===== src/verif/boot.hex =====
// boot rom image, one 32-bit word per line in hex, word 0 first
0fc00093
00100113
00208193
fe010113
00112e23
00812c23
02010413
00000517
01050513
0005a283
00b50023
ffc5a303
80000237
00022023
0000006f
00000013


===== src/hw/mem_cfg_pkg.sv =====
package mem_cfg_pkg;

   // sram byte address width, 1024 words
   localparam int unsigned SRAM_ADDR_W = 12;
   localparam int unsigned SRAM_WORDS = 2 ** (SRAM_ADDR_W - 2);

   // boot rom byte address width, 16 words
   localparam int unsigned BOOTROM_ADDR_W = 6;
   localparam int unsigned BOOT_WORDS = 2 ** (BOOTROM_ADDR_W - 2);
   localparam int unsigned BOOT_IDX_W = BOOTROM_ADDR_W - 2;

   // data address bit that selects the boot register
   localparam int unsigned B_BIT = 31;

   // boot image sits at the very top of the sram
   localparam int unsigned BOOT_OFFSET = (2 ** SRAM_ADDR_W) - (2 ** BOOTROM_ADDR_W);

   // cpu reset pulse when boot ends
   localparam int unsigned CPU_RST_CYCLES = 8;
   localparam int unsigned CPU_RST_CNT_W = $clog2(CPU_RST_CYCLES + 1);

   // boot image, one hex word per line
   localparam BOOT_HEXFILE = "/design/src/verif/boot.hex";

endpackage


===== src/hw/bus_pkg.sv =====
package bus_pkg;

   // cpu bus field widths

   // byte address
   localparam int unsigned ADDR_W = 32;

   // read and write data
   localparam int unsigned DATA_W = 32;

   // one strobe per data byte
   localparam int unsigned STRB_W = DATA_W / 8;

   // a zero strobe is a read, anything else a write
   // the handshake is valid/ready on the request side and
   // rvalid one cycle after an accepted read

endpackage

===== src/hw/data_bus_split.sv =====
`timescale 1ns/1ns

module data_bus_split
   import bus_pkg::*, mem_cfg_pkg::*;
(
   input  logic              clk_i,
   input  logic              rst_n_i,

   // cpu data bus
   input  logic              m_avalid_i,
   input  logic [ADDR_W-1:0] m_addr_i,
   input  logic [DATA_W-1:0] m_wdata_i,
   input  logic [STRB_W-1:0] m_wstrb_i,
   output logic [DATA_W-1:0] m_rdata_o,
   output logic              m_rvalid_o,
   output logic              m_ready_o,

   // sram data port
   output logic              mem_avalid_o,
   input  logic [DATA_W-1:0] mem_rdata_i,
   input  logic              mem_rvalid_i,
   input  logic              mem_ready_i,

   // boot register
   output logic              reg_avalid_o,
   input  logic [DATA_W-1:0] reg_rdata_i,
   input  logic              reg_rvalid_i,
   input  logic              reg_ready_i
);

   logic sel_reg;
   logic rd_sel_q;

   // wdata fans out in the top level, only address and strobe steer here
   assign sel_reg = m_addr_i[B_BIT];

   assign mem_avalid_o = m_avalid_i && !sel_reg;
   assign reg_avalid_o = m_avalid_i && sel_reg;
   assign m_ready_o    = sel_reg ? reg_ready_i : mem_ready_i;

   // remember where the last accepted read went
   always_ff @(posedge clk_i) begin
      if (!rst_n_i) begin
         rd_sel_q <= 1'b0;
      end else if (m_avalid_i && m_ready_o && !(|m_wstrb_i)) begin
         rd_sel_q <= sel_reg;
      end
   end

   assign m_rdata_o  = rd_sel_q ? reg_rdata_i : mem_rdata_i;
   assign m_rvalid_o = rd_sel_q ? reg_rvalid_i : mem_rvalid_i;

endmodule


===== config.mk =====
export PLATFORM = sky130hd
export DESIGN_NAME = data_bus_split
export DESIGN_NICKNAME = d
export VERILOG_FILES = /design/src/hw/mem_cfg_pkg.sv /design/src/hw/bus_pkg.sv /design/src/hw/data_bus_split.sv
export SDC_FILE = /design/constraint.sdc
export NUM_CORES = 1
export LEC_CHECK = 0
export ABC_AREA = 1
export BUFFER_PORTS_ARGS = -buffer_cell sky130_fd_sc_hd__buf_2
export CORE_AREA = 2 2 67 69
export CTS_CLUSTER_DIAMETER = 150
export DETAILED_ROUTE_END_ITERATION = 12
export DIE_AREA = 0 0 69 71
export PLACE_DENSITY = 0.64
export RECOVER_POWER = 100
export SYNTH_ARGS = -nofsm -noshare
export SYNTH_HDL_FRONTEND = slang
export SYNTH_SLANG_ARGS = --single-unit

===== constraint.sdc =====
create_clock -name clk_i -period 1.2 [get_ports clk_i]
set_input_delay 0 -clock clk_i [delete_from_list [all_inputs] [get_ports clk_i]]
set_output_delay 0 -clock clk_i [all_outputs]
set_load 0.02 [all_outputs]

==> impl_metrics.yaml <==
clock_tree:
  post_cts.repair.setup_buffers: 0
  ctsResizeCount: 0
  cts_hold_buf: 0
  clk_latency_ps: 0
  clk_pin_slew_worst_paths_ps: 0
status:
  status: "finished, final reports clean"
critical_path:
  cpMaxStageDelayCell: "dfxtp_2"
  path_delay_family: "buffers and inverters"
  critPathMaxFanout: 20
  start_kind: "flop"
  cpPeakStageDelay_ps: 360
  cp_cell_sequence: "buf_12 > mux2_4 > clkbuf_1"
  cp.arrival_ps: 1050
  cp_num_buf_inv: 2
  required_ps: 1200
  worstSetupEndpointType: "output pin"
  crit_type: "reg -> out"
die:
  start_util: 0.153
  die-area_mm2: 0.00490
  core-area_mm2: 0.00420
  die_height_um: 71
  num_rows: 24
  io_pins: 175
  fp.dieW_um: 69
global_routing:
  grt_usage: 0.0856
  antenna_found_initial: 0
  grt_pass1_vias: 821
  grt_overflow: 0
  grt_max_degree: 21
  grt_pass1_wl_um: 3590
synthesis:
  synth_top_area_share: 0.678
  synthesis.area_um2: 642
  synth.most_common_cell: "mux2_4"
  synthCells: 56
  synthArstFlopShare: 0
  synth_nets: 195
  syn_avg_cell_area_um2: 11.5
  ys_seq_elements: 1
  ys_types: 10
  synth_edf_count: 0
  synth.largest_area_cell: "mux2_4"
  seq_area_frac_synth: 0.0312
  synthTopCellsByArea: "mux2_4 (68%), buf_12 (9.4%), mux2_2 (7.0%)"
  netlist_top_cells_count: "mux2_4 (29), nand2_1 (7), inv_1 (5), mux2_2 (4), nor2_1 (4)"
  yosys_warnings: 0
  yosys_most_used_dff: "dfxtp_1"
placement:
  hpwl_um: 2250
  io_buffers: 111
  place_area_mm2: 0.00123
  place_congestion: 0.689
route:
  postRouteAntennaNets: 0
  dr.pass1.iters: 2
  post_drt_wl_per_cell_um: 10.9
  drt_iter0_markers: 3
  m1WireLength_um: 953
  vias_per_cell: 3.81
  vias: 826
  wl_um: 2360
  wl_met3_um: 334
  route.detailed.drc: 0
  wl_met2_um: 1070
  topRoutingLayerUsed: "met3"
finish:
  multi_input_area_um2: 532
  seqCellArea_um2: 21.3
  largestRegisters: "rd_sel_q: 1 flops"
  largest_reg_flops: 1
  largest_register: "rd_sel_q"
  synthToLayoutAreaGrowth_pct: 85.4
  nFillCells: 468
  drive_above_1_share: 0.685
  n_antenna_cell: 0
  final_area_mm2: 0.00119
  finalNetCount: 306
power:
  leakage_nw: 0.634
  p_per_area_mw_per_mm2: 352
  vdd_ir_drop_max_v: 0.000171
  power_uw: 419
sta:
  timing.final.crit_share: 0.874
  setup_tns_ps: 0
  worst_pin_slew_ps: 304
  slew_headroom: 0.798
  fmax_ghz: 0.953
  fin_crit_ps: 1050
  rsz0062_at_grt: "no"
  setup_viol: 0
  skew_ps: 0
  slew_violations: 0
  report.final.hold_viol_count: 0
hold_path:
  hold_path_class: "in -> reg"
job:
  max_cap_violations: 0
## worst min-delay path: cells and delay by family
kind          cells  cell delay, ps
simple gates      2              90
buf+inv           1              90
## routing by layer
layer,vias up,global-route usage
met5,-,0
met2,85,0.163
met1,329,0.105
li1,412,-
met4,0,0
met3,0,0.0171
## kinds of logic after synthesis
| kind of cell | after synthesis | share of synthesized area |
|---|---|---|
| AND/OR/NAND/NOR | 12 | 0.0721 |
| multiplexers | 33 | 0.749 |
| AO/OA/AOI/OAI | 1 | 0.00779 |
| flip-flops | 1 | 0.0312 |
| buffers and inverters | 9 | 0.140 |
## through the flow
| step | hold WS [ps] | setup slack (ps) | instances | utilization |
|---|---|---|---|---|
| final | 230 | 151 | 217 | 0.283 |
| after global routing | 251 | 105 | 217 | 0.283 |
| after CTS | 239 | 148 | 217 | 0.293 |
| after detailed placement | 239 | 152 | 217 | 0.293 |
| after global placement | 238 | 163 | 217 | 0.293 |
| after floorplan | 79.8 | 282 | 56 | - |
## area by class of cell
type                       count  area share
sequential                     1      0.0179
timing repair buffer         113       0.465
tap                           52      0.0547
multi-input combinational     46       0.447
inverter                       5      0.0158
## power breakdown
part           internal, mW  switching, mW  leakage, nW
Combinational         0.201          0.183        0.626
Sequential           0.0344       0.000679      0.00857
Clock                     0              0            0
## layout by cell type (no fill, tap or decap), drive strengths merged
cell type,synthesis,routed
dfxtp,1,1
nand2,7,7
nand3,1,1
clkbuf,0,34
inv,5,5
nor2,4,4
mux2,33,33
a21oi,1,1
buf,4,79
## worst paths after layout
path | from | to | slack (ps) | cells past startpoint
hold reg to reg | rd_sel_q | rd_sel_q | 710 | 3
hold / removal | rst_n_i | rd_sel_q | 230 | 3
setup / recovery | rd_sel_q | m_rdata_o[7] | 150 | 3
setup reg to reg | rd_sel_q | rd_sel_q | 410 | 3
No activity file was read; power rests on OpenSTA's default activity.
