**src/verif/boot.hex**
```
// boot rom image, one 32-bit word per line in hex, word 0 first
0fc00093
00100113
00208193
fe010113
00112e23
00812c23
02010413
00000517
01050513
0005a283
00b50023
ffc5a303
80000237
00022023
0000006f
00000013

```
**src/hw/mem_cfg_pkg.sv**
```systemverilog
package mem_cfg_pkg;

   // sram byte address width, 1024 words
   localparam int unsigned SRAM_ADDR_W = 12;
   localparam int unsigned SRAM_WORDS = 2 ** (SRAM_ADDR_W - 2);

   // boot rom byte address width, 16 words
   localparam int unsigned BOOTROM_ADDR_W = 6;
   localparam int unsigned BOOT_WORDS = 2 ** (BOOTROM_ADDR_W - 2);
   localparam int unsigned BOOT_IDX_W = BOOTROM_ADDR_W - 2;

   // data address bit that selects the boot register
   localparam int unsigned B_BIT = 31;

   // boot image sits at the very top of the sram
   localparam int unsigned BOOT_OFFSET = (2 ** SRAM_ADDR_W) - (2 ** BOOTROM_ADDR_W);

   // cpu reset pulse when boot ends
   localparam int unsigned CPU_RST_CYCLES = 8;
   localparam int unsigned CPU_RST_CNT_W = $clog2(CPU_RST_CYCLES + 1);

   // boot image, one hex word per line
   localparam BOOT_HEXFILE = "/design/src/verif/boot.hex";

endpackage

```
**src/hw/bus_pkg.sv**
```systemverilog
package bus_pkg;

   // cpu bus field widths

   // byte address
   localparam int unsigned ADDR_W = 32;

   // read and write data
   localparam int unsigned DATA_W = 32;

   // one strobe per data byte
   localparam int unsigned STRB_W = DATA_W / 8;

   // a zero strobe is a read, anything else a write
   // the handshake is valid/ready on the request side and
   // rvalid one cycle after an accepted read

endpackage
```
**src/hw/boot_ctrl.sv**
```systemverilog
`timescale 1ns/1ns

module boot_ctrl
   import bus_pkg::*, mem_cfg_pkg::*;
(
   input  logic              clk_i,
   input  logic              rst_n_i,

   // boot register, single address
   input  logic              reg_avalid_i,
   input  logic [1:0]        reg_wdata_i,
   input  logic [STRB_W-1:0] reg_wstrb_i,
   output logic [DATA_W-1:0] reg_rdata_o,
   output logic              reg_rvalid_o,
   output logic              reg_ready_o,

   output logic              boot_o,
   output logic              cpu_reset_o,

   // copy writer towards the sram
   output logic              sram_avalid_o,
   output logic [ADDR_W-1:0] sram_addr_o,
   output logic [DATA_W-1:0] sram_wdata_o,
   output logic [STRB_W-1:0] sram_wstrb_o,
   input  logic              sram_ready_i
);

   logic [DATA_W-1:0]        rom [BOOT_WORDS];
   logic [BOOT_IDX_W:0]      rd_cnt;
   logic [BOOT_IDX_W-1:0]    wr_idx;
   logic [DATA_W-1:0]        rom_q;
   logic                     wr_vld;
   logic                     copy_adv;
   logic                     copy_busy;
   logic                     boot_q;
   logic [CPU_RST_CNT_W-1:0] rst_cnt;
   logic                     reg_wr;
   logic                     reg_rd;

   initial begin
      $readmemh(BOOT_HEXFILE, rom);
   end

   // pipeline moves when no write is pending or the pending one is taken
   assign copy_adv  = !wr_vld || sram_ready_i;
   assign copy_busy = wr_vld || (rd_cnt < (BOOT_IDX_W + 1)'(BOOT_WORDS));

   always_ff @(posedge clk_i) begin
      if (!rst_n_i) begin
         rd_cnt <= '0;
         wr_vld <= 1'b0;
      end else if (copy_adv) begin
         if (rd_cnt < (BOOT_IDX_W + 1)'(BOOT_WORDS)) begin
            rd_cnt <= rd_cnt + 1'b1;
            wr_vld <= 1'b1;
         end else begin
            wr_vld <= 1'b0;
         end
      end
   end

   // registered rom read, one cycle ahead of the write
   always_ff @(posedge clk_i) begin
      if (copy_adv) begin
         rom_q  <= rom[rd_cnt[BOOT_IDX_W-1:0]];
         wr_idx <= rd_cnt[BOOT_IDX_W-1:0];
      end
   end

   assign sram_avalid_o = wr_vld;
   assign sram_addr_o   = ADDR_W'(BOOT_OFFSET) + ADDR_W'({wr_idx, 2'b00});
   assign sram_wdata_o  = rom_q;
   assign sram_wstrb_o  = '1;

   assign reg_ready_o = 1'b1;
   assign reg_wr      = reg_avalid_i && (|reg_wstrb_i);
   assign reg_rd      = reg_avalid_i && !(|reg_wstrb_i);

   // boot flag and cpu reset pulse
   always_ff @(posedge clk_i) begin
      if (!rst_n_i) begin
         boot_q       <= 1'b1;
         rst_cnt      <= '0;
         reg_rvalid_o <= 1'b0;
      end else begin
         reg_rvalid_o <= reg_rd;
         if (reg_wr) begin
            boot_q <= reg_wdata_i[0];
         end
         // bit 1 forces a pulse, a flag change always gives one
         if (reg_wr && (reg_wdata_i[1] || (reg_wdata_i[0] != boot_q))) begin
            rst_cnt <= CPU_RST_CNT_W'(CPU_RST_CYCLES);
         end else if (rst_cnt != '0) begin
            rst_cnt <= rst_cnt - 1'b1;
         end
      end
   end

   always_ff @(posedge clk_i) begin
      if (reg_rd) begin
         reg_rdata_o <= DATA_W'({cpu_reset_o, boot_q});
      end
   end

   assign boot_o      = boot_q;
   assign cpu_reset_o = copy_busy || (rst_cnt != '0);

endmodule

```
**config.mk**
```make
export PLATFORM = sky130hd
export DESIGN_NAME = boot_ctrl
export DESIGN_NICKNAME = d
export VERILOG_FILES = /design/src/hw/mem_cfg_pkg.sv /design/src/hw/bus_pkg.sv /design/src/hw/boot_ctrl.sv
export SDC_FILE = /design/constraint.sdc
export NUM_CORES = 1
export LEC_CHECK = 0
export ABC_AREA = 1
export BUFFER_PORTS_ARGS = -buffer_cell sky130_fd_sc_hd__buf_4
export CAP_MARGIN = 30
export CELL_PAD_IN_SITES_DETAIL_PLACEMENT = 0
export CELL_PAD_IN_SITES_GLOBAL_PLACEMENT = 2
export CORE_AREA = 2 2 94 96
export DETAILED_ROUTE_END_ITERATION = 8
export DIE_AREA = 0 0 96 98
export PLACE_DENSITY = 0.86
export SYNTH_ARGS = -nofsm -noshare
export SYNTH_HDL_FRONTEND = slang
export SYNTH_SLANG_ARGS = --single-unit
```
**constraint.sdc**
```tcl
create_clock -name clk_i -period 1.45 [get_ports clk_i]
set_clock_uncertainty 0.2 [all_clocks]
set_input_delay 0.145 -clock clk_i [delete_from_list [all_inputs] [get_ports clk_i]]
set_output_delay 0.145 -clock clk_i [all_outputs]
set_load 0.05 [all_outputs]
```
==> flow_summary.json, run 1 <==
{
  "antenna_found_initial": 0,
  "yosys.area_share.simple_pct": 12.5,
  "status": "finished with violations",
  "clockRootBuffer": "clkbuf_8",
  "max_stage_delay_ps": 340,
  "avgSynthCellArea_sq_um": 7.92,
  "cpMaxStageDelayCell": "or3_4",
  "vias": 906,
  "rows": 34,
  "synth_top_area_share_pct": 48.1,
  "drt_wl_total_um": 1880,
  "crit_family": "simple AND/OR/NAND/NOR gates",
  "cap_violations": 0,
  "place_ws_ps": -16.9,
  "crit_buf_inv": 2,
  "ant_nets": 0,
  "netlist_instances": 187,
  "clk_pin_slew_ps": 60,
  "cp.arrival_ps": 1340,
  "grt_use_total_pct": 3.40,
  "cts_sinks": 18,
  "yosys_most_used_dff": "dfxtp_1",
  "grt_pass1_wl_um": 2550,
  "synth_edf_count": 6,
  "hold_start": "reg_wstrb_i[3]",
  "synth-compound-area-share_pct": 3.55,
  "timing.hold.ws_ps": 0.716,
  "finalCriticalPeriod_ps": 1680,
  "cp_max_fo": 2,
  "post-synth-top-count-cell": "buf_4",
  "finalSetupViolCount": 2,
  "hold_viol_final": 0,
  "synth_top_family_by_area": "buffers and inverters",
  "power_density_mw_per_mm2": 1410,
  "hold_path_depth": 4,
  "timing.rr.end": "reg_rdata_o[1]$_DFFE_PP_",
  "required_ps": 1110,
  "yosys-mux-area-fraction_pct": 0,
  "seq_area_sq_um": 423,
  "post-route-drc-count": 0,
  "overflow": 0,
  "ioPinCount": 115,
  "whs_endpoint": "reg_rvalid_o$_SDFF_PN0_",
  "cts_tree": "done",
  "grt_pass1_vias": 627,
  "synth_xor_area_share_pct": 0.591,
  "syn_to_final_growth_pct": 4.05,
  "die_w_um": 96,
  "dieArea_sq_mm": 0.00941,
  "ys_seq_elements": 18,
  "start_util_pct": 17.5,
  "wire_per_inst_um": 5.81,
  "cts_made_buffers": 3,
  "synth.top_cells.by_area": "buf_4 48%, dfxtp_1 16%, edfxtp_1 12%",
  "io_buffers": 19,
  "multi_input_area_sq_um": 663,
  "hpwl_um": 1640,
  "yosysTopAreaCell": "buf_4",
  "cp-start-kind": "register",
  "yosys-top-cells-count": "95 x buf_4, 19 x nor2_1, 13 x inv_1",
  "fmaxAchievable_mhz": 595,
  "ys_warn_count": 0,
  "crit_chain": "inv_2 > ha_4 > nand2_4 > or3_4 > buf_8",
  "min_period_over_period_pct": 116,
  "n_antenna_cell": 0,
  "synthArstFlopShare_pct": 0,
  "yosysSeqAreaShare_pct": 28.4,
  "worstHoldPathType": "input pin to register",
  "slew_viol_final": 0,
  "violations": "setup timing",
  "yosysUniqueCellTypes": 20,
  "leakagePower_uw": 0.000807,
  "end_kind": "output pin",
  "clk_latency_ps": 250,
  "synth_fa_ha_area_share_pct": 2.53,
  "peakVddDrop_mv": 0.354,
  "worst-setup-path-type": "register to output pin",
  "rsz0062_at_grt": "yes",
  "viasPerCell": 2.80,
  "dr.pass1.iters": 4,
  "timing.reg2reg.worst_path_depth": 6,
  "initialDrtViolationCount": 21,
  "nNetsFinal": 230,
  "reg2reg_from": "rst_cnt[0]$_SDFFE_PP0P_",
  "fillers": 966,
  "netlist_area_sq_mm": 0.00148,
  "core_area_sq_mm": 0.00847,
  "gp_congestion": 0.725,
  "dieHeight_um": 98,
  "ff2ff_setup_slack_ps": -150,
  "fin_ws_ps": -232,
  "clockBufferDepth": 2,
  "layout-drive-gt1-share_pct": 18.5,
  "htree_levels": 1,
  "grt_start_max_net_pins": 11
}
[layout make-up]
type,count,area share [%]
repair buffers,27,14.2
inverters,15,3.65
clock buffers,3,2.68
flip-flops and latches,18,27.4
clock inverters,1,0.244
multi-input cells,152,43.0
well taps,108,8.77
[how the worst max path moves through the flow]
| stage | startpoint | cells after the start | end | slack (ps) |
|---|---|---|---|---|
| 2_1_floorplan | rst_cnt[0]$_SDFFE_PP0P_ | 4 | reg_rdata_o[1]$_DFFE_PP_ | -80 |
| 5_1_grt | rst_cnt[0]$_SDFFE_PP0P_ | 5 | cpu_reset_o | -260 |
| 6_report | rst_cnt[0]$_SDFFE_PP0P_ | 5 | cpu_reset_o | -230 |
| 3_3_place_gp | rst_cnt[1]$_SDFFE_PP0P_ | 5 | cpu_reset_o | 0.6 |
| 3_5_place_dp | rst_cnt[1]$_SDFFE_PP0P_ | 5 | cpu_reset_o | -20 |
| 4_1_cts | rst_cnt[0]$_SDFFE_PP0P_ | 5 | cpu_reset_o | -230 |
[logic make-up after synthesis]
family | count (synthesis)
XOR/XNOR | 1
buffers and inverters | 110
flip-flops | 18
other | 2
AND/OR/NAND/NOR | 43
AO/OA/AOI/OAI | 10
adder cells (fa/ha/maj) | 3
[layer usage]
| metal | GRT usage (%) | share of wire (%) | up-vias |
|---|---|---|---|
| li1 | - | - | 442 |
| met1 | 3.57 | 33 | 391 |
| met2 | 5.93 | 50 | 68 |
| met3 | 0.463 | 13 | 5 |
| met4 | 2.64 | 2.7 | 0 |
| met5 | 0 | 0 | - |
[flip-flops by register name, indices dropped and copies added, names as in the netlist]
register	cells
sram_avalid_o	1
rst_cnt	4
wr_idx	4
boot_o	1
reg_rvalid_o	1
reg_rdata_o	2
rd_cnt	5
[worst min-delay path: stages]
cell and delay, ps:
buf_4 80, nor2_1 30, nand2_1 100, nor3_1 60
[stage by stage]
stage	total power [uW]	setup TNS (ps)	cell area [sq um]	utilization [%]	instances
2_1_floorplan	1820	-82.4	1860	-	280
4_1_cts	2190	-276	1530	18.1	323
5_1_grt	2310	-428	1540	18.2	324
6_report	2180	-378	1540	18.2	324
3_5_place_dp	1810	-16.9	1440	17.0	315
3_3_place_gp	1800	0	1440	17.0	315
[cell usage in the layout (no fill, tap or decap), drive strengths merged]
cell and n:
dlygate4sd3 2, clkbuf 3, o211ai 1, o21ai 6, nand3 4, or3 1
conb 95, buf 25, clkinv 1, nand2 14, dfxtp 12, a21oi 3
xor2 1, ha 3, nor2 20, edfxtp 6, or2 1, nor3 3
inv 15
[power breakdown]
group          internal (uW)  switching, uW  total, uW
combinational            306            879       1180
sequential               594           50.9        645
clock                    188            159        348
total                   1090           1090       2180
[timing repair]
action                                  in CTS  in global routing
hold endpoints to repair                     5                  0
endpoints found under the setup margin       1                  2
setup buffers                                2                  1
pin swaps                                    2                  0
resized for setup                            2                  1
hold buffers                                 2                  0
No activity file was read; power rests on OpenSTA's default activity.
==> run 2: changes to the inputs <==
--- a/config.mk
+++ b/config.mk
@@ -10,10 +10,11 @@
 export CAP_MARGIN = 30
 export CELL_PAD_IN_SITES_DETAIL_PLACEMENT = 0
 export CELL_PAD_IN_SITES_GLOBAL_PLACEMENT = 2
-export CORE_AREA = 2 2 94 96
+export CORE_AREA = 2 2 85 107
 export DETAILED_ROUTE_END_ITERATION = 8
-export DIE_AREA = 0 0 96 98
+export DIE_AREA = 0 0 87 109
 export PLACE_DENSITY = 0.86
+export SKIP_LAST_GASP = 1
 export SYNTH_ARGS = -nofsm -noshare
 export SYNTH_HDL_FRONTEND = slang
 export SYNTH_SLANG_ARGS = --single-unit
==> flow_summary.json, run 2 (synthesized netlist as in run 1, its figures left out) <==
{
  "status": "finished with violations",
  "violations": "setup timing",
  "fin_ws_ps": -234,
  "rows": 38,
  "grt_pass1_wl_um": 3020,
  "final_core_util_pct": 17.9,
  "cts_tree": "done",
  "timing.reg2reg.worst_path_depth": 8,
  "dieArea_sq_mm": 0.00948,
  "hold_path_depth": 3,
  "layout_commonest_cell": "conb_1",
  "drt_wl_total_um": 2090,
  "required_ps": 1110,
  "antenna_found_initial": 0,
  "path_depth": 5,
  "clk_pin_slew_ps": 70,
  "layout_common_cells": "95 x conb_1, 23 x buf_4, 19 x nor2_1, 11 x inv_1, 11 x nand2_1",
  "gp_congestion": 0.683,
  "crit_chain": "inv_2 > ha_4 > nand2_4 > or3_4 > buf_8",
  "vias": 915,
  "ioPinCount": 115,
  "worst-setup-path-type": "register to output pin",
  "fin_area_sq_mm": 0.00152,
  "nNetsFinal": 229,
  "core_area_sq_mm": 0.00851,
  "cp.arrival_ps": 1340,
  "die_w_um": 87,
  "clockPowerShare_pct": 15.5,
  "grt_pass1_vias": 670,
  "final_cells": 315,
  "timing.rr.end": "rst_cnt[0]$_SDFFE_PP0P_",
  "grt_use_total_pct": 3.84,
  "peakVddDrop_mv": 0.348,
  "seq_area_sq_um": 423,
  "end_kind": "output pin",
  "clockRootBuffer": "clkbuf_8",
  "cts_sinks": 18,
  "n_antenna_cell": 0,
  "cap_violations": 0,
  "initialDrtViolationCount": 17,
  "fin_tns_setup_ps": -234,
  "p_comb_share_pct": 55.4,
  "crit_buf_inv": 2,
  "fillers": 941,
  "cp-start-kind": "register",
  "htree_levels": 1,
  "reg2reg_from": "rst_cnt[0]$_SDFFE_PP0P_",
  "whs_endpoint": "boot_o$_SDFFE_PN1P_",
  "place_ws_ps": -19.4,
  "clk_latency_ps": 250,
  "layout-drive-gt1-share_pct": 18.1,
  "post-route-drc-count": 0,
  "power_density_mw_per_mm2": 1460,
  "p_sw_share_pct": 49.8,
  "worstHoldPathType": "input pin to register",
  "cpMaxStageDelayCell": "or3_4",
  "p_sw_uw": 1110,
  "grt_start_max_net_pins": 11,
  "largest_register": "rd_cnt",
  "ff2ff_setup_slack_ps": 60,
  "start_util_pct": 17.4,
  "finalCriticalPeriod_ps": 1680,
  "cp_max_fo": 2,
  "largest_reg_flops": 5,
  "io_buffers": 19,
  "syn_to_final_growth_pct": 2.62,
  "multi_input_area_sq_um": 663,
  "dr.pass1.iters": 5,
  "min_period_over_period_pct": 116,
  "hpwl_um": 1760,
  "hold_viol_final": 0,
  "reg_top3": "rd_cnt: 5 flops, rst_cnt: 4 flops, wr_idx: 4 flops",
  "fmaxAchievable_mhz": 594,
  "slew_viol_final": 0,
  "dpl_cell_area_sq_mm": 0.00143,
  "seq_power_share_pct": 29.1,
  "viasPerCell": 2.90,
  "hold_start": "reg_wdata_i[0]",
  "rsz0062_at_grt": "yes",
  "clockBufferDepth": 2,
  "finalSetupViolCount": 1,
  "cts_made_buffers": 3,
  "wire_per_inst_um": 6.62,
  "crit_family": "simple AND/OR/NAND/NOR gates",
  "dieHeight_um": 109,
  "leakagePower_uw": 0.000802,
  "place_inst": 307,
  "internal_power_uw": 1120,
  "max_stage_delay_ps": 340,
  "ant_nets": 0,
  "overflow": 0
}
## run 2: cell count changes in the layout (fill, tap and decap cells not counted)
cell   change
buf_6      -1
## run 2: through the flow
| step | hold WS [ps] | power [uW] |
|---|---|---|
| 2_1_floorplan | 43.6 | 1820 |
| 3_3_place_gp | 202 | 1800 |
| 3_5_place_dp | 211 | 1830 |
| 4_1_cts | 16.8 | 2180 |
| 5_1_grt | 41.1 | 2380 |
| 6_report | 13.7 | 2220 |
## run 2: how the worst max path moves through the flow
stage | endpoint | slack, ps | start
6_report | cpu_reset_o | -230 | rst_cnt[0]$_SDFFE_PP0P_
5_1_grt | cpu_reset_o | -280 | rst_cnt[0]$_SDFFE_PP0P_
4_1_cts | cpu_reset_o | -270 | rst_cnt[1]$_SDFFE_PP0P_
3_5_place_dp | cpu_reset_o | -20 | rst_cnt[1]$_SDFFE_PP0P_
3_3_place_gp | cpu_reset_o | -0.9 | rst_cnt[1]$_SDFFE_PP0P_
2_1_floorplan | reg_rdata_o[1]$_DFFE_PP_ | -80 | rst_cnt[0]$_SDFFE_PP0P_
## run 2: power by group through the flow
| stage | sequential [uW] | combinational, uW | clock, uW |
|---|---|---|---|
| floorplan | 698 | 1120 | 0 |
| global placement | 656 | 1140 | 0 |
| detailed placement | 659 | 1170 | 0 |
| CTS | 648 | 1180 | 353 |
| global route | 658 | 1340 | 384 |
| finish | 647 | 1230 | 344 |
## run 2: worst register-to-register path, delay by kind of cell (launching register included)
family                     cells  cell delay, ps
xor gates and xnor gates       1             140
and+or+nand+nor                2              70
adders and majority gates      1             150
buffers and inverters          4             390
DFF                            1             330
## run 2: cell type report
cell class	instances	area share (%)
Sequential cell	18	27.8
Timing Repair Buffer	26	13.7
Clock buffer	3	2.72
Multi-Input combinational cell	152	43.6
Tap cell	100	8.23
Clock inverter	1	0.247
Inverter	15	3.70
## run 2: per-layer routing
| layer | global-route usage (%) | vias up | routed length (um) |
|---|---|---|---|
| met5 | 0 | - | 0 |
| met4 | 0.670 | 0 | 0 |
| met3 | 0.908 | 0 | 259 |
| met2 | 7.31 | 66 | 1110 |
| met1 | 4.33 | 409 | 715 |
| li1 | - | 440 | - |
## run 2: repair_timing
item	CTS	global route
hold endpoints to repair	5	0
buffers inserted	0	2
gates cloned	0	0
setup endpoints to repair	1	1
gates resized for setup	1	1
hold buffers	2	0
pin swaps	0	2
