### config.mk
export PLATFORM = sky130hd
export DESIGN_NAME = ibus_merge
export DESIGN_NICKNAME = d
export VERILOG_FILES = /design/src/hw/bus_pkg.sv /design/src/hw/ibus_merge.sv
export SDC_FILE = /design/constraint.sdc
export NUM_CORES = 1
export LEC_CHECK = 0
export BUFFER_PORTS_ARGS = -buffer_cell sky130_fd_sc_hd__buf_2
export CELL_PAD_IN_SITES_DETAIL_PLACEMENT = 0
export CELL_PAD_IN_SITES_GLOBAL_PLACEMENT = 1
export CORE_UTILIZATION = 13
export DETAILED_ROUTE_END_ITERATION = 12
export GPL_ROUTABILITY_DRIVEN = 0
export PLACE_DENSITY_LB_ADDON = 0.1
export SLEW_MARGIN = 20
export SYNTH_ARGS = -nofsm -noshare
export SYNTH_HDL_FRONTEND = slang
export SYNTH_SLANG_ARGS = --single-unit
### constraint.sdc
create_clock -name clk_i -period 0.8 [get_ports clk_i]
set_input_delay 0.04 -clock clk_i [delete_from_list [all_inputs] [get_ports clk_i]]
set_output_delay 0.04 -clock clk_i [all_outputs]
set_load 0.01 [all_outputs]
### src/hw/bus_pkg.sv
package bus_pkg;

   // cpu bus field widths

   // byte address
   localparam int unsigned ADDR_W = 32;

   // read and write data
   localparam int unsigned DATA_W = 32;

   // one strobe per data byte
   localparam int unsigned STRB_W = DATA_W / 8;

   // a zero strobe is a read, anything else a write
   // the handshake is valid/ready on the request side and
   // rvalid one cycle after an accepted read

endpackage
### src/hw/ibus_merge.sv
`timescale 1ns/1ns

module ibus_merge
   import bus_pkg::*;
(
   input  logic              clk_i,
   input  logic              rst_n_i,

   // boot copy writer, highest priority
   input  logic              w_avalid_i,
   input  logic [ADDR_W-1:0] w_addr_i,
   input  logic [DATA_W-1:0] w_wdata_i,
   input  logic [STRB_W-1:0] w_wstrb_i,
   output logic              w_ready_o,

   // cpu instruction reader
   input  logic              r_avalid_i,
   input  logic [ADDR_W-1:0] r_addr_i,
   output logic              r_ready_o,
   output logic [DATA_W-1:0] r_rdata_o,
   output logic              r_rvalid_o,

   // sram instruction port
   output logic              s_avalid_o,
   output logic [ADDR_W-1:0] s_addr_o,
   output logic [DATA_W-1:0] s_wdata_o,
   output logic [STRB_W-1:0] s_wstrb_o,
   input  logic [DATA_W-1:0] s_rdata_i,
   input  logic              s_rvalid_i,
   input  logic              s_ready_i
);

   logic grant_w;
   logic r_rd_q;

   // writer owns the port whenever it asks
   assign grant_w = w_avalid_i;

   assign s_avalid_o = w_avalid_i || r_avalid_i;
   assign s_addr_o   = grant_w ? w_addr_i : r_addr_i;
   assign s_wdata_o  = grant_w ? w_wdata_i : '0;

   // reader only ever reads
   assign s_wstrb_o  = grant_w ? w_wstrb_i : '0;

   assign w_ready_o = s_ready_i;
   assign r_ready_o = s_ready_i && !grant_w;

   // response goes back to the reader one cycle after its accept
   always_ff @(posedge clk_i) begin
      if (!rst_n_i) begin
         r_rd_q <= 1'b0;
      end else begin
         r_rd_q <= r_avalid_i && r_ready_o;
      end
   end

   assign r_rdata_o  = s_rdata_i;
   assign r_rvalid_o = s_rvalid_i && r_rd_q;

endmodule

==> results of run 1 <==
-- layer usage --
layer / vias to the layer above / global-route usage, %
li1: 637 / -
met1: 556 / 9.547
met2: 110 / 21.17
met3: 18 / 2.670
met4: 0 / 1.923
met5: - / 0
-- worst max-delay path, cell delays in order --
cell and delay (ps):
buf_16 130, clkbuf_16 150, mux2_4 300, buf_6 120
-- layout make-up --
class                           count  area [um^2]
Fill cell                         903         6016
Timing Repair Buffer              189         1277
Tap cell                          105        131.4
Multi-Input combinational cell     72        730.7
Sequential cell                     1        20.02
-- logic make-up (layout without fill, tap and decap cells) --
kind of cell           after synthesis  after routing  share of synthesized area (%)
muxes                               32             32                          43.49
and+or+nand+nor                     40             40                          23.17
DFF                                  1              1                          1.827
buffers and inverters               41            189                          31.51
-- through the flow --
step | cells | setup slack [ps] | util (%) | total power, W | area (um^2)
floorplan | 114 | 142.1 | - | 0.0007383 | 1096
global placement | 360 | -133.9 | 22.39 | 0.001062 | 1831
detailed placement | 360 | -147.2 | 22.39 | 0.001060 | 1831
CTS | 363 | -11.45 | 24.76 | 0.001210 | 2024
global route | 367 | -1.242 | 26.42 | 0.001368 | 2160
finish | 367 | 11.11 | 26.42 | 0.001276 | 2160
-- how the worst min path moves through the flow --
| stage | cells past startpoint | from | endpoint | slack, ps |
|---|---|---|---|---|
| floorplan | 1 | s_rdata_i[0] | r_rdata_o[0] | 170 |
| global placement | 0 | s_rdata_i[14] | r_rdata_o[14] | 80 |
| detailed placement | 0 | s_rdata_i[14] | r_rdata_o[14] | 80 |
| CTS | 0 | s_rdata_i[14] | r_rdata_o[14] | 80 |
| global route | 0 | s_rdata_i[15] | r_rdata_o[15] | 80 |
| finish | 0 | s_rdata_i[15] | r_rdata_o[15] | 80 |
-- synthesized netlist by cell type (all sizes together) --
library cell / n / area share (%)
or2: 1 / 0.57
and2: 37 / 21
buf: 41 / 32
dfxtp: 1 / 1.8
mux2: 32 / 43
nor2b: 1 / 0.57
and4b: 1 / 0.91
-- power groups by stage --
stage          Combinational, W  Clock (W)  Sequential (W)
5_1_grt                 0.00132          0       0.0000526
4_1_cts                 0.00116          0       0.0000526
6_report                0.00122          0       0.0000526
2_1_floorplan          0.000686          0       0.0000524
3_5_place_dp            0.00101          0       0.0000526
3_3_place_gp            0.00101          0       0.0000526
-- placed cells by master (no fill, tap or decap), drive strengths merged --
cell type	instances
nor2b	1
or2	1
buf	186
and2	37
and4b	1
clkbuf	3
dfxtp	1
mux2	32
-- what timing repair did --
item,in CTS,in global routing
gates cloned,2,3
setup endpoints to repair,37,26
buffers inserted,1,1
hold buffers,0,0
gates resized for setup,26,10
==> summary.txt, run 1 <==
Status
  – Status: finished, final reports clean

Pwr
  – Sw Ratio: 34.89%
  – NetSw: about 0.00045 W
  – Clock Power Share: 0%
  – Peak VDD IR: about 0.1 mV
  – Comb pwr share: between 90% and 100%
  – Flop pwr share: 4.1%
  – P_leak: roughly 1.3 nW
  – Power density cells: 590.9 mW/mm^2
  – Internal: slightly above 0.0008 W

GRT
  – Largest net degree at the start of global routing: 21
  – Number of global-route vias before repair: about 1300
  – First-pass GRT wire length: approximately 6800 um
  – Initial antenna violation count: 0
  – Gr ovfl total: 0
  – Total track usage: between 10% and 20%

Layout
  – Reg with most FFs: r_rd_q
  – Max FFs per register: 1
  – Synth-to-layout area growth: 97.03%
  – Largest registers: r_rd_q x1
  – Diodes inserted: 0
  – Final nets: between 400 and 500
  – Share of post-route cells with drive strength above 1: between 80% and 90%

Synth
  – Post-synthesis sequential area ratio: between 1.5 and 2%
  – Area of the mapped netlist: between 0.001 and 0.0015 mm^2
  – Post-synth cell types: 11
  – Syn. warnings: 0
  – Syn Area/Cell: 9.614 um^2
  – Cell count after synthesis: about 110
  – Mapped Nets: ~250
  – Yosys reg bits: 1

Critical path
  – CP Class: input port to output pin
  – Worst setup EP type: output pin
  – Setup crit end: s_addr_o[11]
  – CP arrival: 750 ps
  – CP max FO: 5
  – Crit path launch: w_avalid_i
  – CP Data Required Time: roughly 760 ps
  – CP Launch Type: input port

STA
  – Final setup violation count: 0
  – Clock period minus worst slack: between 700 and 800 ps
  – Setup TNS after final layout: 0 ps
  – RSZ-0062 raised after global routing: true
  – Maximum clock rate: around 1300 MHz
  – Endpoints failing hold: 0
  – Hold slack: about 80 ps
  – Slew Viols, Final: 0
  – Worst slew margin: around nine tenths
  – Least-Margin Pin Slew: between 100 and 150 ps
  – Fin crit share: a little over nine tenths

Floorplanning
  – Ports: approximately 240
  – Cell Rows: 33
  – Die Height: around 94 um
  – Starting Density: between 10 and 15%
  – Die width: around 94 um
  – Die area: just under 0.009 mm^2
  – Core Region: 0.008175 mm^2

Place
  – Port Buffers: approximately 180

Routing
  – DRT iter0 DRCs: 7
  – Pre-antenna DRT Iters: 2
  – Via count: between 1000 and 1500
  – Met3 WL: about 550 um
  – Met2 routed WL: 2912 um
  – Residual DRC count: 0
  – M1 wire length: 1699 um
  – Top Metal Used: met4
  – Post-route ant nets: 0
  – Final WL: about 5200 um
  – WL/cell: 14.29 um
  – Via/cell ratio: ~3.6

Worst hold path
  – Hold/Removal Path Class: input port to output pin

Job
  – Max Cap Viol: 0
No activity file was read; power rests on OpenSTA's default activity.
==> run 2: changes to the inputs <==
==> constraint.sdc (replaced) <==
create_clock -name clk_i -period 0.8 [get_ports clk_i]
set_input_delay 0.16 -clock clk_i [delete_from_list [all_inputs] [get_ports clk_i]]
set_output_delay 0.16 -clock clk_i [all_outputs]
set_load 0.01 [all_outputs]
==> run 2 against run 1 <==
Maximum frequency is 24% lower. Total power is 13% higher. Critical path type unchanged. Flip-flop and latch count stayed put. The run now ends with setup timing left. Largest power group unchanged. Global-route usage is 0.88 points lower. Sequential power hardly changed. Worst setup slack worse by 250 ps. Via count is 1.7% lower.
==> summary.txt, run 2 (synthesis gave the netlist of run 1 again) <==
Status
  – Status: finished, violations left
  – Failing checks: setup timing

Critical path
  – CP Data Required Time: 640 ps (-120 ps)
  – Most frequent CP cell: buf_16
  – Worst setup EP type: output pin
  – CP Class: input port to output pin
  – Crit path largest cell delay: 300 ps (about the same)
  – CP arrival: 880 ps (+130 ps)
  – Critical-path top delay cell: mux2_4
  – Worst-path cell chain: buf_16 > buf_16 > mux2_4 > buf_6
  – CP max FO: 8 (+3)
  – CP Launch Type: input port

Layout
  – Reg with most FFs: r_rd_q
  – Largest registers: r_rd_q x1
  – Share of post-route cells with drive strength above 1: 90.91% (+6.6 points)
  – Commonest non-fill, non-tap cells in the layout: 127 x buf_2, 52 x buf_6, 32 x mux2_4
  – Commonest non-fill, non-tap cell in the layout: buf_2
  – Filler instances: 883 (-2.2%)
  – Synth-to-layout area growth: 118.3%
  – Max FFs per register: 1 (unchanged)
  – Non-Filler Cell Area, Final: 0.002392 mm^2 (+11%)
  – Final nets: 404 (+0.50%)
  – Diodes inserted: 0 (unchanged)

Pwr
  – P_leak: 1.362 nW (+7.1%)
  – Power density cells: 602.1 mW/mm^2 (+1.9%)
  – Peak VDD IR: 0.1268 mV (+26%)
  – Sw Ratio: 32.59% (-2.3 points)
  – Clock Power Share: 0% (unchanged)
  – NetSw: 0.0004694 W (+5.4%)
  – Final Power: 0.001440 W (+13%)
  – Flop pwr share: 3.6% (-0.5 points)
  – Comb pwr share: 96.4% (+0.5 points)
  – Internal: 0.0009710 W (+17%)

STA
  – Endpoints failing hold: 0 (unchanged)
  – Clock period minus worst slack: 1038 ps (+248.9 ps)
  – Worst slew margin: 93.13% (+3.0 points)
  – Fin crit share: 129.7% (+31 points)
  – Maximum clock rate: 963.6 MHz (-24%)
  – Worst setup margin: -237.8 ps (-248.9 ps)
  – RSZ-0062 raised after global routing: true
  – Slew Viols, Final: 0 (unchanged)
  – Final setup violation count: 71 (+71)
  – Least-Margin Pin Slew: 103.0 ps (-45.28 ps)

Place
  – Placed instance area: 0.001861 mm^2 (+1.6%)
  – Port Buffers: 177 (unchanged)
  – Final HPWL from detailed placement: roughly 4000 um

Routing
  – Via count: 1298 (-1.7%)
  – Post-route ant nets: 0 (unchanged)
  – Residual DRC count: 0 (unchanged)
  – Final WL: 4800 um (-8.5%)
  – Via/cell ratio: 3.518 (-2.3%)
  – WL/cell: 13.01 um (-9.0%)
  – DRT iter0 DRCs: 24 (+17)
  – Pre-antenna DRT Iters: 3 (+1)

Worst hold path
  – Beginning of the worst hold path: s_rdata_i[11]
  – Worst Hold End: r_rdata_o[11]
  – Hold path depth: 0 (unchanged)
  – Hold/Removal Path Class: input port to output pin

Floorplanning
  – Ports: 242 (unchanged)
  – Cell Rows: 33 (unchanged)
  – Core Region: 0.008175 mm^2 (unchanged)
  – Die area: 0.008802 mm^2 (unchanged)
  – Starting Density: 13.41% (unchanged)
  – Die width: 93.82 um (unchanged)
  – Die Height: 93.82 um (unchanged)

GRT
  – Gr ovfl total: 0 (unchanged)
  – Initial antenna violation count: 0 (unchanged)
  – Largest net degree at the start of global routing: 18 (-14%)
  – First-pass GRT wire length: 6320 um (-7.1%)
  – Number of global-route vias before repair: 1192 (-6.5%)
  – Total track usage: 9.200% (-0.88 points)

Clock tree
  – Hold buffer count at CTS: 0 (unchanged)

Job
  – Max Cap Viol: 0 (unchanged)
## run 2: changes by cell type in the layout (fill, tap and decap cells not counted), sizes merged
cell,delta
clkbuf,-3
buf,+5
## run 2: cell type report
type / count / area, um^2 / share of cell area, %
multi-input cells: 72 / 777.0 / 32.48
flip-flops and latches: 1 / 20.02 / 0.8368
well taps: 105 / 131.4 / 5.492
repair buffers: 191 / 1464 / 61.19
## run 2: routing by layer
layer	wire length [um]	track usage (%)	part of all wire (%)
met4	25	0.7692	0.52
met2	2830	19.83	59
met3	463	1.699	9.6
met5	0	0	0
met1	1480	9.108	31
## run 2: power groups by stage
| stage | clock network (W) | logic [W] | registers, W |
|---|---|---|---|
| 2_1_floorplan | 0 | 0.000693 | 0.0000524 |
| 3_3_place_gp | 0 | 0.00102 | 0.0000526 |
| 3_5_place_dp | 0 | 0.00101 | 0.0000525 |
| 4_1_cts | 0 | 0.00137 | 0.0000525 |
| 5_1_grt | 0 | 0.00148 | 0.0000526 |
| 6_report | 0 | 0.00139 | 0.0000525 |
## run 2: timing repair
action,in CTS,in global routing
gates cloned,4,0
resized for setup,76,13
hold endpoints to repair,0,0
pin swaps,0,1
setup endpoints to repair,71,71
buffers inserted,3,0
## run 2: through the flow
stage	util, %	instances	hold WS [ps]	TNS (ps)	setup slack, ps
final	29.26	369	320.0	-14330	-237.8
after global routing	29.26	369	320.0	-15860	-257.1
after CTS	28.68	369	320.1	-14850	-236.5
after detailed placement	22.76	362	320.1	-21460	-377.6
after global placement	22.76	362	320.1	-21680	-378.7
after floorplan	-	114	344.6	-2620	-85.17
## run 2: worst max-delay path by stage
stage / slack [ps] / to / from
3_3_place_gp: -380 / s_addr_o[31] / w_avalid_i
6_report: -240 / s_addr_o[28] / w_avalid_i
2_1_floorplan: -90 / s_addr_o[0] / w_avalid_i
4_1_cts: -240 / s_addr_o[16] / w_avalid_i
5_1_grt: -260 / s_addr_o[28] / w_avalid_i
3_5_place_dp: -380 / s_addr_o[31] / w_avalid_i
## run 2: critical path: cells and delay by family
family | cells | cell delay, ps
multiplexers | 1 | 300
buffers and inverters | 3 | 410
==> run 3: changes to the inputs <==
==> constraint.sdc (replaced) <==
create_clock -name clk_i -period 0.8 [get_ports clk_i]
set_input_delay 0.16 -clock clk_i [delete_from_list [all_inputs] [get_ports clk_i]]
set_output_delay 0.16 -clock clk_i [all_outputs]
set_load 0.05 [all_outputs]
==> run 3 against run 2 <==
Flip-flop and latch count unchanged. Worst setup slack got worse by 6.4 ps. Global-route usage decreased by 0.46 points. Via count increased by 3.2%. The flow still finishes with violations (setup timing). Sequential power about the same. Die area unchanged. Utilization increased by 1.4 points. Combinational power increased by 58%.
==> summary.txt, run 3 (synthesis gave the netlist of run 1 again) <==
Routing
  – Via/cell ratio: 3.658 (+4.0%)
  – Final WL: 4591 um (-4.4%)
  – Post-route ant nets: 0 (unchanged)
  – WL/cell: 12.54 um (-3.6%)
  – Residual DRC count: 0 (unchanged)
  – DRT iter0 DRCs: 12 (-50%)
  – Via count: 1339 (+3.2%)
  – Pre-antenna DRT Iters: 3 (unchanged)

GRT
  – Total track usage: 8.741% (-0.46 points)
  – Initial antenna violation count: 0 (unchanged)
  – First-pass GRT wire length: 6009 um (-4.9%)
  – Largest net degree at the start of global routing: 21 (+3)
  – Number of global-route vias before repair: 1175 (-1.4%)
  – Gr ovfl total: 0 (unchanged)

Pwr
  – Power density cells: 897.9 mW/mm^2 (+49%)
  – P_leak: 1.407 nW (+3.3%)
  – Peak VDD IR: 0.2797 mV (+120%)

Worst hold path
  – Worst Hold End: r_rdata_o[21]
  – Hold/Removal Path Class: input port to output pin
  – Beginning of the worst hold path: s_rdata_i[21]
  – Hold path depth: 0 (unchanged)

Critical path
  – CP arrival: 880 ps (about the same)
  – Critical path buffers and inverters: 3 (unchanged)
  – Worst setup EP type: output pin
  – CP Class: input port to output pin
  – Critical-path top delay cell: mux2_4
  – CP max FO: 7 (-1)
  – Crit path largest cell delay: 300 ps (about the same)
  – CP Data Required Time: 640 ps (about the same)
  – CP Launch Type: input port
  – CP delay by family, top: buffers and inverters
  – Worst-path cell chain: buf_16 > buf_12 > mux2_4 > buf_6

Floorplanning
  – Cell Rows: 33 (unchanged)
  – Die Height: 93.82 um (unchanged)
  – Die area: 0.008802 mm^2 (unchanged)
  – Ports: 242 (unchanged)
  – Die width: 93.82 um (unchanged)
  – Starting Density: 13.41% (unchanged)
  – Core Region: 0.008175 mm^2 (unchanged)

Layout
  – Max FFs per register: 1 (unchanged)
  – Share of post-route cells with drive strength above 1: 99.23% (+8.3 points)
  – Largest registers: r_rd_q x1
  – Synth-to-layout area growth: 129.0%
  – Reg with most FFs: r_rd_q
  – Diodes inserted: 0 (unchanged)
  – Final nets: 401 (-0.74%)
  – Commonest non-fill, non-tap cells in the layout: 105 x buf_2, 45 x buf_6, 36 x and2_4
  – Commonest non-fill, non-tap cell in the layout: buf_2
  – Filler instances: 860 (-2.6%)
  – Utilization after layout: 30.70% (+1.4 points)

Status
  – Status: finished, violations left
  – Failing checks: setup timing

Clock tree
  – Hold buffer count at CTS: 0 (unchanged)

STA
  – Hold slack: 320.0 ps (+0.01500 ps)
  – Worst setup margin: -244.2 ps (-6.372 ps)
  – Endpoints failing hold: 0 (unchanged)
  – RSZ-0062 raised after global routing: true
  – Worst slew margin: 83.39% (-9.7 points)
  – Maximum clock rate: 957.7 MHz (-0.61%)
  – Slew Viols, Final: 0 (unchanged)
  – Final setup violation count: 70 (-1.4%)
  – Clock period minus worst slack: 1044 ps (+6.372 ps)
  – Setup TNS after final layout: -12810 ps (+1522 ps)
  – Fin crit share: 130.5% (+0.80 points)
  – Least-Margin Pin Slew: 250.9 ps (+148.0 ps)

Place
  – Port Buffers: 177 (unchanged)
  – Final HPWL from detailed placement: 3782 um (-6.0%)

Job
  – Max Cap Viol: 0 (unchanged)
==> run 3: routing by layer <==
metal  routed length [um]  share of wire, %  global-route usage [%]
met5                    0                 0                       0
met4                   58               1.3                   1.795
met3                  377               8.2                   1.133
met2                 2832                62                   19.89
met1                 1323                29                   7.707
==> run 3: report_power, final <==
part / leakage, nW / switching (W) / internal (W)
registers: 0.00814 / 0.000000253 / 0.0000522
logic: 1.40 / 0.00118 / 0.00102
clock network: 0 / 0 / 0
==> run 3: what timing repair did <==
action | 4_1_cts | 5_1_grt
cloned | 4 | 0
setup endpoints to repair | 72 | 70
resized for setup | 140 | 5
pin swaps | 0 | 0
setup buffers | 2 | 1
==> run 3: per-stage QoR <==
stage / worst slack, ps / total power, W / cell area, um^2 / instances
2_1_floorplan: -157.0 / 0.001831 / 1206 / 114
3_3_place_gp: -394.1 / 0.001856 / 1947 / 360
3_5_place_dp: -401.6 / 0.001853 / 1947 / 360
4_1_cts: -248.9 / 0.002266 / 2499 / 366
5_1_grt: -259.8 / 0.002345 / 2510 / 366
6_report: -244.2 / 0.002254 / 2510 / 366
==> run 3: final cells by class <==
class                           count  area [um^2]  area share, %
Multi-Input combinational cell     72        835.8          33.30
Timing Repair Buffer              188         1523          60.67
Tap cell                          105        131.4          5.234
Sequential cell                     1        20.02         0.7976
==> run 3: worst max path at each step <==
stage               start           end  slack [ps]  depth (start not counted)
6_report       w_avalid_i   s_addr_o[4]        -240                          4
2_1_floorplan  w_avalid_i   s_addr_o[0]        -160                          3
4_1_cts        w_avalid_i  s_addr_o[21]        -250                          4
3_3_place_gp   w_avalid_i  s_addr_o[21]        -390                          4
5_1_grt        w_avalid_i  s_addr_o[17]        -260                          4
3_5_place_dp   w_avalid_i  s_addr_o[21]        -400                          4
